### src/rtl/obj_pkg.sv
`default_nettype none

package obj_pkg;

    // plain vector types
    typedef logic [11:0] coord_t;
    typedef logic [12:0] tile_code_t;
    typedef logic [7:0]  color_t;
    typedef logic [7:0]  zoom_t;
    typedef logic [15:0] mask16_t;
    typedef logic [14:0] ram_addr_t;
    typedef logic [9:0]  entry_idx_t;

    // sprite list walk
    localparam int NUM_ENTRIES     = 835;
    localparam int WORDS_PER_ENTRY = 8;
    localparam int PRE_READ_WAIT   = 13;

    // horizontal timing in pixels
    localparam int H_TOTAL    = 424;
    localparam int HB_START   = 320;
    localparam int HB_END     = 8;
    localparam int HS_START   = 340;
    localparam int HS_LEN     = 64;
    localparam int HS_LEN_FIX = 32;

    // vertical timing in lines
    localparam int V_TOTAL    = 262;
    localparam int VB_START   = 224;
    localparam int VS_START   = 240;
    localparam int VS_LEN     = 6;
    localparam int VS_LEN_FIX = 4;

    // placement limits and flip origins
    localparam coord_t SCREEN_X_MAX  = 12'd480;
    localparam coord_t SCREEN_Y_MAX  = 12'd240;
    localparam coord_t FLIP_X_ORIGIN = 12'd496;
    localparam coord_t FLIP_Y_ORIGIN = 12'd240;

    // decoded attribute entry
    typedef struct packed {
        tile_code_t tile_code;
        zoom_t      x_zoom;
        zoom_t      y_zoom;
        coord_t     x_coord;
        coord_t     y_coord;
        color_t     color;
        logic       latch_extra;
        logic       latch_master;
        logic       use_extra;
        logic       use_scroll;
        logic       x_flip;
        logic       y_flip;
        logic       reuse_color;
        logic       next_seq;
        logic       use_latch_x;
        logic       use_latch_y;
        logic       inc_x;
        logic       inc_y;
    } obj_entry_t;

    // state set by command entries, bank is {a14, a13}
    typedef struct packed {
        logic       disabled;
        logic       flipscreen;
        logic [1:0] bank;
    } obj_ctrl_t;

    // one sprite placement for the rasteriser
    typedef struct packed {
        tile_code_t tile_code;
        coord_t     x;
        coord_t     y;
        color_t     color;
        logic       flip_x;
        logic       flip_y;
        mask16_t    row_mask;
        mask16_t    col_mask;
    } obj_place_t;

    typedef enum logic [1:0] {
        RD_IDLE,
        RD_PRE_READ,
        RD_READ
    } reader_state_t;

    typedef enum logic [2:0] {
        EV_IDLE,
        EV_BASE,
        EV_LATCH,
        EV_START,
        EV_WAIT
    } eval_state_t;

endpackage

`default_nettype wire

### src/rtl/obj_zoom_calc.sv
`default_nettype none

module obj_zoom_calc (
    input  wire logic        clk,
    input  wire logic        start,
    input  wire logic        cont,
    input  wire logic [8:0]  delta,
    output      logic        ready,
    output obj_pkg::mask16_t keep_mask,
    output      logic [4:0]  count
);

    logic [8:0] accum;
    logic [8:0] next_accum;
    logic [3:0] index;

    assign next_accum = accum + delta;

    always_ff @(posedge clk) begin
        if (start) begin
            ready     <= 1'b0;
            index     <= '0;
            count     <= '0;
            keep_mask <= '0;
            // a continued strip keeps the fractional phase
            if (!cont) begin
                accum <= '0;
            end
        end else if (!ready) begin
            accum <= next_accum;
            index <= index + 4'd1;
            // bit 8 flips once per whole output pixel
            if (next_accum[8] != accum[8]) begin
                keep_mask[index] <= 1'b1;
                count            <= count + 5'd1;
            end
            if (index == 4'd15) begin
                ready <= 1'b1;
            end
        end
    end

endmodule

`default_nettype wire

### src/rtl/obj_video_timing.sv
`default_nettype none

module obj_video_timing (
    input  wire logic clk,
    input  wire logic RESET,
    input  wire logic ce_pixel,
    input  wire logic sync_fix,
    output      logic hsync_n,
    output      logic hbl_n,
    output      logic vsync_n,
    output      logic vbl_n,
    output      logic frame_start
);
    import obj_pkg::*;

    logic [8:0] hcnt;
    logic [8:0] vcnt;
    logic [6:0] hs_len;
    logic [2:0] vs_len;
    logic       line_end;

    // shorter pulses suit consumer monitors better
    assign hs_len   = sync_fix ? 7'(HS_LEN_FIX) : 7'(HS_LEN);
    assign vs_len   = sync_fix ? 3'(VS_LEN_FIX) : 3'(VS_LEN);
    assign line_end = (hcnt == 9'(H_TOTAL - 1));

    always_ff @(posedge clk) begin
        frame_start <= 1'b0;
        if (RESET) begin
            hcnt    <= '0;
            vcnt    <= '0;
            hsync_n <= 1'b1;
            hbl_n   <= 1'b1;
            vsync_n <= 1'b1;
            vbl_n   <= 1'b1;
        end else if (ce_pixel) begin
            if (line_end) begin
                hcnt <= '0;
                if (vcnt == 9'(V_TOTAL - 1)) begin
                    vcnt <= '0;
                end else begin
                    vcnt <= vcnt + 9'd1;
                end
                // step into the first vblank line starts a new list walk
                if (vcnt == 9'(VB_START - 1)) begin
                    frame_start <= 1'b1;
                end
            end else begin
                hcnt <= hcnt + 9'd1;
            end

            hsync_n <= !((hcnt >= HS_START) && (hcnt < HS_START + hs_len));
            // hblank wraps past the end of the line
            hbl_n   <= !((hcnt >= HB_START) || (hcnt <= HB_END));
            vsync_n <= !((vcnt >= VS_START) && (vcnt < VS_START + vs_len));
            vbl_n   <= !(vcnt >= VB_START);
        end
    end

endmodule

`default_nettype wire

### src/rtl/obj_list_reader.sv
`default_nettype none

module obj_list_reader (
    input  wire logic          clk,
    input  wire logic          RESET,
    input  wire logic          ce_13m,
    input  wire logic          frame_start,
    input  wire logic [15:0]   din,
    output obj_pkg::ram_addr_t  ra,
    output      logic          ram_cs_n,
    output      logic          busy,
    output      logic          entry_valid,
    output obj_pkg::obj_entry_t entry,
    output obj_pkg::obj_ctrl_t  ctrl
);
    import obj_pkg::*;

    reader_state_t state;
    logic [15:0]   words [WORDS_PER_ENTRY];
    logic [12:0]   obj_addr;
    entry_idx_t    entry_idx;
    logic [3:0]    wait_cnt;
    logic          zero_bank;
    logic          is_cmd;
    obj_ctrl_t     ctrl_reg;

    // word 7 is taken straight from din on its capture edge
    function automatic obj_entry_t decode_entry(input logic [15:0] w0, input logic [15:0] w1,
                                                input logic [15:0] w4, input logic [15:0] w6,
                                                input logic [15:0] w7);
        obj_entry_t e;
        e.tile_code    = w0[12:0];
        e.x_zoom       = w1[7:0];
        e.y_zoom       = w1[15:8];
        e.color        = w4[7:0];
        e.x_flip       = w4[8];
        e.y_flip       = w4[9];
        e.reuse_color  = w4[10];
        e.next_seq     = w4[11];
        e.use_latch_y  = w4[12];
        e.inc_y        = w4[13];
        e.use_latch_x  = w4[14];
        e.inc_x        = w4[15];
        e.x_coord      = w6[11:0];
        e.latch_extra  = w6[12];
        e.latch_master = w6[13];
        // both scroll bits are active low in RAM
        e.use_extra    = ~w6[14];
        e.use_scroll   = ~w6[15];
        e.y_coord      = w7[11:0];
        return e;
    endfunction

    assign entry_idx = obj_addr[12:3];
    assign ra = zero_bank ? {2'b00, obj_addr} : {ctrl_reg.bank, obj_addr};

    always_ff @(posedge clk) begin
        entry_valid <= 1'b0;
        if (RESET) begin
            state     <= RD_IDLE;
            obj_addr  <= '0;
            wait_cnt  <= '0;
            ram_cs_n  <= 1'b1;
            busy      <= 1'b0;
            zero_bank <= 1'b0;
            is_cmd    <= 1'b0;
            ctrl_reg  <= '0;
            ctrl      <= '0;
        end else if (frame_start) begin
            if (state == RD_IDLE) begin
                obj_addr <= '0;
                wait_cnt <= '0;
                busy     <= 1'b1;
                state    <= RD_PRE_READ;
            end else begin
                // walk overran the frame, give up on the rest
                ram_cs_n <= 1'b1;
                busy     <= 1'b0;
                state    <= RD_IDLE;
            end
        end else if (ce_13m) begin
            case (state)
                RD_PRE_READ: begin
                    wait_cnt <= wait_cnt + 4'd1;
                    if (wait_cnt == 4'(PRE_READ_WAIT - 1)) begin
                        ram_cs_n <= 1'b0;
                        state    <= RD_READ;
                    end
                end

                RD_READ: begin
                    words[obj_addr[2:0]] <= din;
                    obj_addr <= obj_addr + 13'd1;
                    case (obj_addr[2:0])
                        3'd3: begin
                            // command marker, bank bit clear reads bank 0 up to word 5
                            if (din[15]) begin
                                zero_bank <= ~din[0];
                                is_cmd    <= 1'b1;
                            end
                        end
                        3'd5: begin
                            if (is_cmd) begin
                                ctrl_reg.disabled   <= din[12];
                                ctrl_reg.flipscreen <= din[13];
                                ctrl_reg.bank       <= {din[0], din[10]};
                                zero_bank           <= 1'b0;
                                is_cmd              <= 1'b0;
                            end
                        end
                        3'd7: begin
                            entry       <= decode_entry(words[0], words[1], words[4],
                                                        words[6], din);
                            // control seen downstream changes only with a new entry
                            ctrl        <= ctrl_reg;
                            entry_valid <= 1'b1;
                            ram_cs_n    <= 1'b1;
                            wait_cnt    <= '0;
                            if (entry_idx == entry_idx_t'(NUM_ENTRIES - 1)) begin
                                busy  <= 1'b0;
                                state <= RD_IDLE;
                            end else begin
                                state <= RD_PRE_READ;
                            end
                        end
                        default: begin
                        end
                    endcase
                end

                default: begin
                end
            endcase
        end
    end

endmodule

`default_nettype wire

### src/rtl/obj_position_eval.sv
`default_nettype none

module obj_position_eval (
    input  wire logic                clk,
    input  wire logic                RESET,
    input  wire logic                frame_start,
    input  wire logic                entry_valid,
    input  wire obj_pkg::obj_entry_t entry,
    input  wire obj_pkg::obj_ctrl_t  ctrl,
    output      logic                place_valid,
    output obj_pkg::obj_place_t      place
);
    import obj_pkg::*;

    eval_state_t state;
    logic        prev_seq;
    logic        seq_start;
    coord_t      master_x, master_y;
    coord_t      extra_x, extra_y;
    coord_t      scroll_x, scroll_y;
    coord_t      base_x, base_y;
    coord_t      latch_x, latch_y;
    color_t      latch_color;
    logic [8:0]  zoom_dx, zoom_dy;
    logic        row_start, row_cont, col_start, col_cont;
    logic        row_ready, col_ready;
    mask16_t     row_mask, col_mask;
    logic [4:0]  row_count, col_count;
    logic        skip;

    obj_zoom_calc row_calc (
        .clk       (clk),
        .start     (row_start),
        .cont      (row_cont),
        .delta     (zoom_dy),
        .ready     (row_ready),
        .keep_mask (row_mask),
        .count     (row_count)
    );

    obj_zoom_calc col_calc (
        .clk       (clk),
        .start     (col_start),
        .cont      (col_cont),
        .delta     (zoom_dx),
        .ready     (col_ready),
        .keep_mask (col_mask),
        .count     (col_count)
    );

    // scroll offset applied at a sequence start
    always_comb begin
        scroll_x = '0;
        scroll_y = '0;
        if (entry.use_scroll) begin
            scroll_x = entry.use_extra ? master_x + extra_x : master_x;
            scroll_y = entry.use_extra ? master_y + extra_y : master_y;
        end
    end

    assign skip = (entry.tile_code == '0) || ctrl.disabled ||
                  (latch_x > SCREEN_X_MAX) || (latch_y > SCREEN_Y_MAX);

    always_ff @(posedge clk) begin
        row_start   <= 1'b0;
        col_start   <= 1'b0;
        place_valid <= 1'b0;
        if (RESET) begin
            state    <= EV_IDLE;
            prev_seq <= 1'b0;
            extra_x  <= '0;
            extra_y  <= '0;
        end else begin
            if (frame_start) begin
                extra_x <= '0;
                extra_y <= '0;
            end
            case (state)
                EV_IDLE: begin
                    if (entry_valid) begin
                        seq_start <= ~prev_seq;
                        prev_seq  <= entry.next_seq;
                        state     <= EV_BASE;
                    end
                end

                EV_BASE: begin
                    if (seq_start) begin
                        base_x <= entry.x_coord + scroll_x;
                        base_y <= entry.y_coord + scroll_y;
                    end
                    if (entry.latch_master && !entry.use_scroll) begin
                        master_x <= entry.x_coord;
                        master_y <= entry.y_coord;
                    end
                    if (entry.latch_extra && !entry.use_extra) begin
                        extra_x <= entry.x_coord;
                        extra_y <= entry.y_coord;
                    end
                    state <= EV_LATCH;
                end

                EV_LATCH: begin
                    // counts still belong to the previous sprite here
                    latch_y <= entry.use_latch_y ? latch_y + coord_t'(row_count) : base_y;
                    if (entry.inc_x) begin
                        latch_x <= latch_x + coord_t'(col_count);
                    end else if (!entry.use_latch_x) begin
                        latch_x <= base_x;
                    end
                    if (!entry.reuse_color) begin
                        latch_color <= entry.color;
                    end
                    zoom_dx   <= 9'h100 - {1'b0, entry.x_zoom};
                    zoom_dy   <= 9'h100 - {1'b0, entry.y_zoom};
                    row_start <= 1'b1;
                    row_cont  <= ~seq_start & entry.inc_y;
                    col_start <= seq_start | entry.inc_x;
                    col_cont  <= ~seq_start & entry.inc_x;
                    state     <= EV_START;
                end

                // ready drops in the calculators on this edge
                EV_START: state <= EV_WAIT;

                EV_WAIT: begin
                    if (row_ready && col_ready) begin
                        if (!skip) begin
                            place_valid     <= 1'b1;
                            place.tile_code <= entry.tile_code;
                            place.x     <= ctrl.flipscreen ? FLIP_X_ORIGIN - latch_x : latch_x;
                            place.y     <= ctrl.flipscreen ? FLIP_Y_ORIGIN - latch_y : latch_y;
                            place.color    <= latch_color;
                            place.flip_x   <= entry.x_flip ^ ctrl.flipscreen;
                            place.flip_y   <= entry.y_flip ^ ctrl.flipscreen;
                            place.row_mask <= row_mask;
                            place.col_mask <= col_mask;
                        end
                        state <= EV_IDLE;
                    end
                end

                default: state <= EV_IDLE;
            endcase
        end
    end

endmodule

`default_nettype wire

### src/rtl/obj_engine.sv
`default_nettype none

module obj_engine (
    input  wire logic          clk,
    input  wire logic          RESET,
    input  wire logic          ce_13m,
    input  wire logic          ce_pixel,
    input  wire logic          sync_fix,
    output obj_pkg::ram_addr_t  ra,
    input  wire logic [15:0]   din,
    output      logic          ram_cs_n,
    output      logic          busy,
    output      logic          hsync_n,
    output      logic          hbl_n,
    output      logic          vsync_n,
    output      logic          vbl_n,
    output      logic          place_valid,
    output obj_pkg::obj_place_t place
);
    import obj_pkg::*;

    logic       frame_start;
    logic       entry_valid;
    obj_entry_t entry;
    obj_ctrl_t  ctrl;

    obj_video_timing i_video_timing (
        .clk         (clk),
        .RESET       (RESET),
        .ce_pixel    (ce_pixel),
        .sync_fix    (sync_fix),
        .hsync_n     (hsync_n),
        .hbl_n       (hbl_n),
        .vsync_n     (vsync_n),
        .vbl_n       (vbl_n),
        .frame_start (frame_start)
    );

    obj_list_reader i_list_reader (
        .clk         (clk),
        .RESET       (RESET),
        .ce_13m      (ce_13m),
        .frame_start (frame_start),
        .din         (din),
        .ra          (ra),
        .ram_cs_n    (ram_cs_n),
        .busy        (busy),
        .entry_valid (entry_valid),
        .entry       (entry),
        .ctrl        (ctrl)
    );

    // extra scroll is cleared on the same frame pulse that starts the walk
    obj_position_eval i_position_eval (
        .clk         (clk),
        .RESET       (RESET),
        .frame_start (frame_start),
        .entry_valid (entry_valid),
        .entry       (entry),
        .ctrl        (ctrl),
        .place_valid (place_valid),
        .place       (place)
    );

endmodule

`default_nettype wire

### config.mk
export PLATFORM = sky130hd
export DESIGN_NAME = obj_engine
export DESIGN_NICKNAME = d
export VERILOG_FILES = /design/src/rtl/obj_pkg.sv /design/src/rtl/obj_zoom_calc.sv /design/src/rtl/obj_video_timing.sv /design/src/rtl/obj_list_reader.sv /design/src/rtl/obj_position_eval.sv /design/src/rtl/obj_engine.sv
export SDC_FILE = /design/constraint.sdc
export NUM_CORES = 1
export LEC_CHECK = 0
export BUFFER_PORTS_ARGS = -buffer_cell sky130_fd_sc_hd__buf_2
export CAP_MARGIN = 20
export CORE_MARGIN = 1
export CORE_UTILIZATION = 61
export DETAILED_ROUTE_END_ITERATION = 8
export PLACE_DENSITY = 0.81
export SYNTH_ARGS = -nofsm -noshare
export SYNTH_HDL_FRONTEND = slang
export SYNTH_SLANG_ARGS = --single-unit
### constraint.sdc
create_clock -name clk -period 13.6 [get_ports clk]
set_input_delay 0 -clock clk [delete_from_list [all_inputs] [get_ports clk]]
set_output_delay 0 -clock clk [all_outputs]
set_load 0.05 [all_outputs]
==> run_results.csv, run 1 <==
group,metric,value,unit
run_status,status,"completed",
power_and_ir_drop,power.density_cell_area,141.0,nW/µm²
final_layout,final_net_count,1950,
power_and_ir_drop,finalPower,3.298,mW
critical_path,endpoint_type_of_the_worst_setup_path,"flip-flop",
worst_hold_path,hold-path-endpoint,"i_list_reader.words[1][14]",
floorplanning,start_util,62.42,%
timing,period_share,27.92,%
cts,clock-root-buffer,"sky130_fd_sc_hd__clkbuf_16",
final_layout,top_library_cells_by_usage_in_the_layout_fill_and_taps_aside,"sky130_fd_sc_hd__edfxtp_1 (330), sky130_fd_sc_hd__nor2_1 (206), sky130_fd_sc_hd__dfxtp_1 (136), sky130_fd_sc_hd__buf_2 (121), sky130_fd_sc_hd__a21oi_1 (102)",
timing,worstMarginPinSlew,1060,ps
global_route,grt_overflow_total,0,
drt,via_count,13160,
cts,post_cts_buffers,0,
drt,routed_wire_length_per_instance,17.52,µm
placement,io_buffer_count,121,
critical_path,worst_setup_path_start_kind,"flip-flop",
drt,drt_first_iter_violations,879,
placement,placed_cells_incl_taps,2194,
timing,maxSlewHeadroom,29.26,%
critical_path,timing.setup.critical_path_class,"reg -> reg",
final_layout,final_common_cell,"sky130_fd_sc_hd__edfxtp_1",
drt,route.antenna.remaining_nets,0,
global_route,first_global_vias,12780,
placement,dp_hpwl,27.13,mm
cts,tritoncts,"yes",
synth,synth_area_per_cell,12.22,µm²
critical_path,timing.critical_path.fanout_max,6,
synth,synth_sequential_area_ratio,61.89,%
floorplanning,floorplan.core_area,32700,µm²
placement,gp_routability_congestion,0.8716,
global_route,antenna_found_initial,0,
critical_path,critical_path.cell_chain,"ha_1 -> fa_1 -> a21o_1 -> a21oi_1 -> o21bai_1 -> and2_1 -> o41ai_1 -> or3_1 -> nand3_1 -> ha_1 -> a21oi_1 -> o21ai_0 -> a41oi_1 -> a21oi_1 -> xnor2_1",
synth,ys.flop_type,"sky130_fd_sc_hd__edfxtp_1",
final_layout,most_flops_register,"i_position_eval.place",
floorplanning,design.die.area,34200,µm²
global_route,grtUsageTotal,24.18,%
power_and_ir_drop,max-vdd-ir-drop,0.0001064,V
synth,yosys.cell_types.count,63,
synth,synth_async_sr_flop_share,0,%
cts,cts_made_buffers,47,
run,cap_viol_max_count,0,
synth,synthCells,1671,
synth,number_of_synthesis_warnings,0,
timing,setup_viol,0,
floorplanning,pin_count,122,
final_layout,largest_register_ffs,79,
drt,dr.pass1.iters,5,
cts,cts_htree_levels,2,
critical_path,worst_reg2reg_path_endpoint,"i_position_eval.base_x[11]",
synth,synth_enable_flop_cells,330,
critical_path,reg2reg_slack,9800,ps
synth,syn-cell-area,20410,µm²
timing,report.final.slew_viol_count,0,
timing,count_of_endpoints_failing_hold_in_the_final_timing_report,0,
final_layout,area_delta_synth_final,14.58,%
final_layout,post_layout_nonfiller_instances,2304,
critical_path,cp.required,13910,ps
final_layout,antennaDiodeCount,0,
cts,longest_clk_path_bufs,3,
critical_path,crit_path_max_incr_delay,420,ps
critical_path,launching_point_of_the_worst_reg2reg_path,"i_position_eval.master_x[0]",
worst_hold_path,hold_class,"in -> reg",
critical_path,count_of_cells_along_the_worst_register_to_register_path,15,
drt,avgViaCountPerCell,5.714,
timing,fin_crit,3797,ps
timing,max_freq,263.4,MHz
drt,drcViolationCount,0,
synth,postSynthRegisterBits,466,
floorplanning,fp-row-count,66,
cts,worst_setup_hold_path_clk_slew,60,ps
final_layout,post_route_cells_drive_above_1_share,13.27,%
global_route,grt_pass1_wl,64.64,mm
cts,clkLatencyLatePin,570,ps
floorplanning,horizontal_die_dimension,184.9,µm
cts,clock_sink_count,466,
worst_hold_path,hold_path.startpoint,"din[14]",
global_route,grt_max_degree,80,
critical_path,worst-endpoint-arrival,4100,ps
floorplanning,die_y,184.9,µm
critical_path,cp_slowest_cell,"sky130_fd_sc_hd__fa_1",
worst_hold_path,holdPathStages,2,
synth,postSynthNetCount,1798,
timing,tns,0,ps
drt,totalWireLength,40.37,mm
timing,rsz0062_at_grt,"false",
placement,dpl_cell_area,21490,µm²
final_layout,design_area,23390,µm²
critical_path,timing.critical_path.mode_cell,"sky130_fd_sc_hd__a21oi_1",
timing,fin_skew,24.57,ps
power_and_ir_drop,leakage_power,8.823,nW
==> routing by layer <==
layer | part of all wire [%] | up-vias | track usage [%]
li1 | - | 6331 | -
met1 | 42 | 6255 | 31.10
met2 | 49 | 489 | 41.61
met3 | 6.3 | 89 | 3.696
met4 | 3.0 | 0 | 8.628
met5 | 0 | - | 0
==> cells by family (layout without fill, tap and decap cells) <==
logic type,Yosys count,count (layout),synth area share [%]
buf+inv,123,314,2.317
mux,47,47,2.421
simple gates,528,528,12.82
flops,466,466,61.89
fa+ha+maj,106,106,6.792
xor+xnor,129,129,5.603
compound gates,272,272,8.165
==> worst max path at each step <==
| stage | start | endpoint | depth (start not counted) |
|---|---|---|---|
| after global routing | i_position_eval.master_x[0] | i_position_eval.base_x[11] | 15 |
| after detailed placement | i_position_eval.master_x[0] | i_position_eval.base_x[11] | 15 |
| after CTS | i_position_eval.master_x[0] | i_position_eval.base_x[11] | 15 |
| after floorplan | i_position_eval.latch_y[8] | i_position_eval.place[0] | 5 |
| final | i_position_eval.master_x[0] | i_position_eval.base_x[11] | 15 |
| after global placement | i_position_eval.master_x[0] | i_position_eval.base_x[11] | 15 |
==> through the flow <==
stage                     hold slack [ps]  util, %  worst slack, ps
after floorplan                     98.87        -             4101
after global placement              252.6    65.68            10060
after detailed placement            258.4    65.71             9855
after CTS                           223.6    71.40             9855
after global routing                232.3    71.52             9549
final                               230.8    71.52             9803
==> Yosys cell counts, types with 4 or more instances <==
| master | n | area share, % |
|---|---|---|
| sky130_fd_sc_hd__nand2b_1 | 16 | 0.49 |
| sky130_fd_sc_hd__and2_1 | 6 | 0.18 |
| sky130_fd_sc_hd__o21ai_0 | 51 | 1.3 |
| sky130_fd_sc_hd__a21boi_0 | 4 | 0.15 |
| sky130_fd_sc_hd__o21a_1 | 9 | 0.33 |
| sky130_fd_sc_hd__fa_1 | 8 | 0.78 |
| sky130_fd_sc_hd__a31oi_1 | 38 | 1.2 |
| sky130_fd_sc_hd__nor3_1 | 27 | 0.66 |
| sky130_fd_sc_hd__a211oi_1 | 8 | 0.29 |
| sky130_fd_sc_hd__edfxtp_1 | 330 | 49 |
| sky130_fd_sc_hd__nor4_1 | 14 | 0.43 |
| sky130_fd_sc_hd__or3_1 | 9 | 0.28 |
| sky130_fd_sc_hd__xor2_1 | 48 | 2.1 |
| sky130_fd_sc_hd__buf_1 | 5 | 0.092 |
| sky130_fd_sc_hd__nand3_1 | 23 | 0.56 |
| sky130_fd_sc_hd__o31ai_1 | 8 | 0.29 |
| sky130_fd_sc_hd__nand3b_1 | 5 | 0.18 |
| sky130_fd_sc_hd__mux2i_1 | 31 | 1.5 |
| sky130_fd_sc_hd__a21o_1 | 18 | 0.66 |
| sky130_fd_sc_hd__dfxtp_1 | 136 | 13 |
| sky130_fd_sc_hd__nand2_1 | 79 | 1.5 |
| sky130_fd_sc_hd__nor3b_1 | 30 | 1.1 |
| sky130_fd_sc_hd__a21oi_1 | 102 | 2.5 |
| sky130_fd_sc_hd__nor4b_1 | 4 | 0.17 |
| sky130_fd_sc_hd__inv_1 | 70 | 1.3 |
| sky130_fd_sc_hd__xnor2_1 | 80 | 3.4 |
| sky130_fd_sc_hd__or2_2 | 11 | 0.34 |
| sky130_fd_sc_hd__nor2b_1 | 54 | 1.7 |
| sky130_fd_sc_hd__nand4_1 | 22 | 0.67 |
| sky130_fd_sc_hd__clkbuf_1 | 44 | 0.81 |
| sky130_fd_sc_hd__o211ai_1 | 4 | 0.15 |
| sky130_fd_sc_hd__mux2_2 | 13 | 0.72 |
| sky130_fd_sc_hd__and3_1 | 11 | 0.34 |
| sky130_fd_sc_hd__ha_1 | 98 | 6.0 |
| sky130_fd_sc_hd__nor2_1 | 206 | 3.8 |
==> where the power goes <==
group / leakage (nW) / internal (mW) / total, mW / switching [mW]
combinational: 3.94 / 0.127 / 0.293 / 0.166
sequential: 4.08 / 1.60 / 1.66 / 0.0607
clock: 0.803 / 0.810 / 1.34 / 0.534
total: 8.82 / 2.54 / 3.30 / 0.761
==> layout make-up <==
cell class | count | area (µm²)
timing repair buffer | 156 | 948.4
clock inverter | 18 | 272.8
clock buffer | 70 | 1386
tap | 442 | 553.0
sequential | 466 | 12630
fill | 2182 | 9313
inverter | 70 | 262.8
multi-input combinational | 1082 | 7333
==> worst max-delay path: cells and delay by family, from the launching register on <==
kind                       cells  cell delay [ps]
AOI/OAI and AO/OA              8             1580
and+or+nand+nor                3              410
xor gates and xnor gates       1              140
DFF                            1              400
adders and majority gates      3             1020
==> what timing repair did <==
| action | CTS | global route |
|---|---|---|
| hold buffers | 20 | 0 |
| resized for setup | 0 | 0 |
| hold endpoints to repair | 102 | 0 |
Power figures use the tool's default switching activity.
==> run 2: changes to the inputs <==
CORE_UTILIZATION = 55   (was 61)
PLACE_DENSITY = 0.77   (was 0.81)
clock period = 3.2 ns   (was 13.6 ns; I/O delays follow)
==> run 2 against run 1 <==
- the flow now finishes with violations (setup timing)
- via count grew 0.72%
- combinational power rose to 4.2 times the previous value
- count of clock-buffer cells in the layout is 13 lower
- largest power group unchanged
- highest routed layer unchanged
==> run_results.csv, run 2 (synthesized netlist as in run 1, its figures left out) <==
group,metric,value,unit
run_status,status,"complete, but fails checks",
run_status,violations,"setup timing",
final_layout,final_common_cell,"sky130_fd_sc_hd__edfxtp_1",
timing,least_setup_slack_across_all_paths_after_layout,-29.73,ps
timing,worstMarginPinSlew,1091,ps
final_layout,top_library_cells_by_usage_in_the_layout_fill_and_taps_aside,"sky130_fd_sc_hd__edfxtp_1 (330), sky130_fd_sc_hd__nor2_1 (203), sky130_fd_sc_hd__dfxtp_1 (131), sky130_fd_sc_hd__buf_2 (121), sky130_fd_sc_hd__ha_1 (93)",
floorplanning,floorplan.core_area,36520,µm²
critical_path,cp.required,3530,ps
drt,avgViaCountPerCell,5.576,
timing,fin_skew,16.73,ps
drt,dr.pass1.iters,7,
critical_path,worst_setup_path_start_kind,"flip-flop",
drt,totalWireLength,42.05,mm
floorplanning,die_y,194.6,µm
cts,clkLatencyLatePin,580,ps
critical_path,launching_point_of_the_worst_reg2reg_path,"i_position_eval.master_x[0]",
cts,worst_setup_hold_path_clk_slew,60,ps
critical_path,reg2reg_slack,-30,ps
final_layout,fill_cells,2603,
critical_path,worst-endpoint-arrival,3560,ps
drt,route.antenna.remaining_nets,0,
timing,period_share,100.9,%
timing,setup_viol,4,
timing,rsz0062_at_grt,"true",
worst_hold_path,hold_path.startpoint,"ce_13m",
cts,tritoncts,"yes",
timing,count_of_endpoints_failing_hold_in_the_final_timing_report,0,
final_layout,area_delta_synth_final,17.22,%
placement,io_buffer_count,121,
drt,via_count,13260,
final_layout,final_net_count,1998,
drt,drcViolationCount,0,
critical_path,endpoint_type_of_the_worst_setup_path,"flip-flop",
timing,tns,-91.92,ps
cts,cts_made_buffers,46,
global_route,grt_pass1_wl,66.94,mm
floorplanning,design.die.area,37890,µm²
timing,report.final.slew_viol_count,0,
cts,cts_htree_levels,2,
power_and_ir_drop,leakage_power,9.065,nW
global_route,grtUsageTotal,22.29,%
critical_path,worst_reg2reg_path_endpoint,"i_position_eval.base_x[11]",
placement,dp_hpwl,27.73,mm
placement,place_ws,-192.7,ps
placement,gp_routability_congestion,0.9004,
power_and_ir_drop,max-vdd-ir-drop,0.0004143,V
global_route,grt_max_degree,80,
final_layout,most_flops_register,"i_position_eval.place",
cts,clock-root-buffer,"sky130_fd_sc_hd__clkbuf_16",
final_layout,largest_register_ffs,79,
worst_hold_path,holdPathStages,3,
cts,longest_clk_path_bufs,3,
drt,drt_first_iter_violations,819,
global_route,first_global_vias,13140,
floorplanning,fp-row-count,70,
drt,routed_wire_length_per_instance,17.68,µm
critical_path,timing.critical_path.fanout_max,3,
cts,clock_sink_count,466,
floorplanning,pin_count,122,
final_layout,post_route_cells_drive_above_1_share,17.81,%
timing,maxSlewHeadroom,27.15,%
run,cap_viol_max_count,0,
power_and_ir_drop,power.density_cell_area,578.3,nW/µm²
global_route,grt_overflow_total,0,
global_route,antenna_found_initial,0,
power_and_ir_drop,finalPower,13.84,mW
critical_path,count_of_cells_along_the_worst_register_to_register_path,15,
timing,max_freq,309.6,MHz
floorplanning,horizontal_die_dimension,194.6,µm
timing,fin_crit,3230,ps
worst_hold_path,hold_class,"in -> reg",
critical_path,timing.setup.critical_path_class,"reg -> reg",
floorplanning,start_util,55.89,%
final_layout,utilization,65.51,%
worst_hold_path,hold-path-endpoint,"i_list_reader.state[1]",
run 2: cell count changes in the layout (fill, tap and decap cells not counted), sizes merged:
cell	change
bufinv	+1
buf	+50
clkinvlp	+1
diode	+1
clkinv	+10
clkbuf	-14
inv	-1
run 2: metal layers:
metal	wire (µm)	vias up	track usage, %
li1	-	6441	-
met1	17790	6308	27.57
met2	20370	429	38.26
met3	2355	81	3.575
met4	1536	0	10.52
met5	0	-	0
run 2: through the flow:
step                      cells  hold WS (ps)  cell area (µm²)
final                      2378         195.4            23930
after CTS                  2371         161.2            23780
after detailed placement   2258         244.9            21910
after floorplan            1671         92.75            20530
after global placement     2258         241.0            21910
after global routing       2377         201.5            23920
run 2: area by class of cell:
type                       instances  area (µm²)  share of cell area [%]
clock buffer                      57        1234                   5.156
sequential                       466       12640                   52.84
tap                              468       585.6                   2.447
multi-input combinational       1082        7557                   31.59
inverter                          70       262.8                   1.098
timing repair buffer             205        1311                   5.480
antenna                            1       2.502                 0.01046
clock inverter                    29       330.3                   1.381
run 2: worst max-delay path, cell delays in order, from the launching register on:
cell and delay [ps]:
sky130_fd_sc_hd__edfxtp_1 400, sky130_fd_sc_hd__ha_2 200, sky130_fd_sc_hd__fa_2 340, sky130_fd_sc_hd__a21o_1 170
sky130_fd_sc_hd__a21oi_2 150, sky130_fd_sc_hd__o21bai_1 90, sky130_fd_sc_hd__and2_4 180, sky130_fd_sc_hd__o41ai_4 290
sky130_fd_sc_hd__or3_1 170, sky130_fd_sc_hd__nand3_2 80, sky130_fd_sc_hd__ha_4 240, sky130_fd_sc_hd__a21oi_2 150
sky130_fd_sc_hd__o21ai_2 70, sky130_fd_sc_hd__a41oi_2 220, sky130_fd_sc_hd__a21oi_2 90, sky130_fd_sc_hd__xnor2_1 120
run 2: worst max-delay path by stage:
| stage | startpoint | to | slack, ps | cells past startpoint |
|---|---|---|---|---|
| after floorplan | i_position_eval.latch_y[8] | i_position_eval.place[0] | -980 | 5 |
| after global placement | i_position_eval.master_y[0] | i_position_eval.base_y[11] | -70 | 14 |
| after detailed placement | i_position_eval.master_y[0] | i_position_eval.base_y[11] | -190 | 14 |
| after CTS | i_position_eval.master_y[0] | i_position_eval.base_y[11] | -30 | 15 |
| after global routing | i_position_eval.master_x[0] | i_position_eval.base_x[10] | -240 | 15 |
| final | i_position_eval.master_x[0] | i_position_eval.base_x[11] | -30 | 15 |
run 2: where the power goes:
group          total (mW)  switching (mW)  internal, mW
Combinational        1.23           0.693         0.541
Clock                5.55            2.30          3.25
Sequential           7.06           0.260          6.80
Total                13.8            3.25          10.6
run 2: timing repair:
item,CTS,global route
endpoints found under the hold margin,103,0
hold buffers,20,0
resized for setup,18,34
pin swaps,12,30
setup buffers,7,6
endpoints found under the setup margin,7,12
==> run 3: changes to the inputs <==
SYNTH_HIERARCHICAL = 1   (was unset)
==> run 3 against run 2 <==
- clock skew shrank 1.2 ps
- the run still ends with setup timing left
- sequential power is essentially flat
- utilization grew 0.85 points
- power grew 1.2%
==> run_results.csv, run 3 <==
group,metric,value,unit
drt,totalWireLength,41.99,mm
final_layout,final_net_count,2049,
critical_path,crit_path_max_incr_delay,480,ps
drt,via_count,13630,
run_status,violations,"setup timing",
timing,fin_crit,3418,ps
critical_path,timing.critical_path.mode_cell,"sky130_fd_sc_hd__o21ai_1",
drt,route.top_layer_used,"met4",
drt,wl_met3,2.051,mm
timing,least_setup_slack_across_all_paths_after_layout,-217.8,ps
drt,routed-wl-met2,19.95,mm
cts,clkLatencyLatePin,570,ps
power_and_ir_drop,leakage_power,9.063,nW
power_and_ir_drop,finalPower,14.00,mW
synth,postSynthNetCount,1832,
synth,synthCells,1705,
critical_path,cp_slowest_cell,"sky130_fd_sc_hd__or4b_4",
critical_path,timing.critical_path.fanout_max,2,
final_layout,most_flops_register,"i_position_eval/place",
run_status,status,"complete, but fails checks",
global_route,grt_max_degree,80,
global_route,first_global_vias,13080,
drt,route.antenna.remaining_nets,0,
drt,routed_wire_length_per_instance,17.04,µm
synth,syn-cell-area,20760,µm²
floorplanning,die_y,196.3,µm
global_route,grtUsageTotal,21.86,%
drt,dr.pass1.iters,6,
cts,clock-root-buffer,"sky130_fd_sc_hd__clkbuf_16",
timing,rsz0062_at_grt,"true",
final_layout,area_delta_synth_final,17.90,%
critical_path,timing.critical_path.max_delay_family,"compound AO/OA/AOI/OAI gates",
floorplanning,pin_count,122,
run,cap_viol_max_count,0,
critical_path,timing.setup.critical_path_class,"reg -> reg",
timing,period_share,106.8,%
critical_path,endpoint_type_of_the_worst_setup_path,"flip-flop",
global_route,grt_pass1_wl,66.53,mm
final_layout,post_route_cells_drive_above_1_share,18.78,%
critical_path,worst_setup_path_start_kind,"flip-flop",
critical_path,cp.required,3520,ps
power_and_ir_drop,power.density_cell_area,572.2,nW/µm²
final_layout,top_library_cells_by_usage_in_the_layout_fill_and_taps_aside,"sky130_fd_sc_hd__edfxtp_1 (330), sky130_fd_sc_hd__nor2_1 (202), sky130_fd_sc_hd__dfxtp_1 (136), sky130_fd_sc_hd__buf_2 (121), sky130_fd_sc_hd__a21oi_1 (99)",
floorplanning,fp-row-count,70,
drt,drt_first_iter_violations,799,
power_and_ir_drop,max-vdd-ir-drop,0.0003841,V
drt,drcViolationCount,0,
worst_hold_path,hold_class,"in -> reg",
drt,avgViaCountPerCell,5.531,
cts,clock_sink_count,466,
timing,max_freq,292.6,MHz
cts,worst_setup_hold_path_clk_slew,60,ps
final_layout,utilization,66.37,%
timing,fin_skew,15.50,ps
final_layout,fill_cells,2684,
placement,io_buffer_count,121,
final_layout,antennaDiodeCount,0,
cts,cts_htree_levels,2,
synth,synth_area_per_cell,12.17,µm²
floorplanning,start_util,56.29,%
cts,tritoncts,"yes",
final_layout,largest_register_ffs,79,
drt,wirelength_met1,18.72,mm
timing,maxSlewHeadroom,32.38,%
placement,dp_hpwl,28.77,mm
critical_path,critical_path.cell_chain,"ha_2 -> buf_4 -> a21o_1 -> a211oi_2 -> o22ai_1 -> and2_1 -> ha_1 -> o21ai_1 -> o21ai_1 -> o311a_1 -> or4b_4 -> a21oi_2 -> xor2_1 -> xnor2_1",
timing,count_of_endpoints_failing_hold_in_the_final_timing_report,0,
cts,longest_clk_path_bufs,3,
floorplanning,floorplan.core_area,36870,µm²
timing,report.final.slew_viol_count,0,
floorplanning,design.die.area,38520,µm²
floorplanning,horizontal_die_dimension,196.3,µm
timing,worstMarginPinSlew,1013,ps
global_route,antenna_found_initial,0,
timing,setup_viol,3,
synth,number_of_synthesis_warnings,6,
critical_path,sum_of_buffers_and_inverters_on_the_critical_path,1,
final_layout,final_common_cell,"sky130_fd_sc_hd__edfxtp_1",
cts,cts_made_buffers,47,
placement,gp_routability_congestion,0.8652,
critical_path,worst-endpoint-arrival,3740,ps
global_route,grt_overflow_total,0,
==> run 3: cell types whose count changed in the layout (fill, tap and decap cells not counted), sizes merged, moves of 6 or more <==
cell	before	now
buf	185	199
or2	11	5
nor2b	55	49
o211ai	4	10
xor2	48	31
a211oi	8	17
o21ai	51	60
a21oi	102	109
clkbuf	57	63
nand3	23	39
nor3	27	34
==> run 3: final cells by class <==
class / instances / area (µm²) / share of cell area, %
well taps: 504 / 630.6 / 2.577
inverters: 71 / 266.5 / 1.089
clock buffers: 63 / 1289 / 5.266
repair buffers: 219 / 1449 / 5.921
multi-input cells: 1117 / 7920 / 32.37
clock inverters: 24 / 284.0 / 1.161
flip-flops and latches: 466 / 12630 / 51.62
==> run 3: per-stage QoR <==
stage	instances	TNS, ps	setup slack (ps)	cell area, µm²	hold slack [ps]
after CTS	2457	-193.7	-193.7	24280	224.4
after global routing	2464	-957.5	-434.6	24470	252.6
after detailed placement	2350	-767.0	-212.0	22420	292.6
after global placement	2350	-305.5	-175.6	22420	289.7
after floorplan	1705	-25030	-315.8	20810	98.87
final	2464	-280.1	-217.8	24470	248.5
==> run 3: repair_timing <==
item / in CTS / in global routing
pin swaps: 17 / 23
gates resized for setup: 24 / 34
hold buffers: 20 / 0
endpoints found under the hold margin: 101 / 0
setup buffers: 0 / 8
endpoints found under the setup margin: 6 / 11
==> run 3: metal layers <==
layer	GRT usage [%]	vias to the layer above
met3	3.576	86
met2	36.75	373
met5	0	-
li1	-	6660
met1	28.42	6509
met4	8.391	0
==> run 3: final timing paths <==
check	slack, ps	cells past startpoint	endpoint	from
setup / recovery	-220	14	i_position_eval/base_x[11]	i_position_eval/master_x[0]
hold / removal	250	2	i_list_reader/words[4][14]	din[14]
setup reg to reg	-220	14	i_position_eval/base_x[11]	i_position_eval/master_x[0]
hold reg to reg	410	0	i_list_reader/entry[64]	i_list_reader/words[0][4]
==> run 3: report_power, final <==
| group | switching [mW] | total (mW) | internal (mW) |
|---|---|---|---|
| Clock | 2.23 | 5.55 | 3.32 |
| Sequential | 0.247 | 7.06 | 6.81 |
| Combinational | 0.782 | 1.39 | 0.610 |
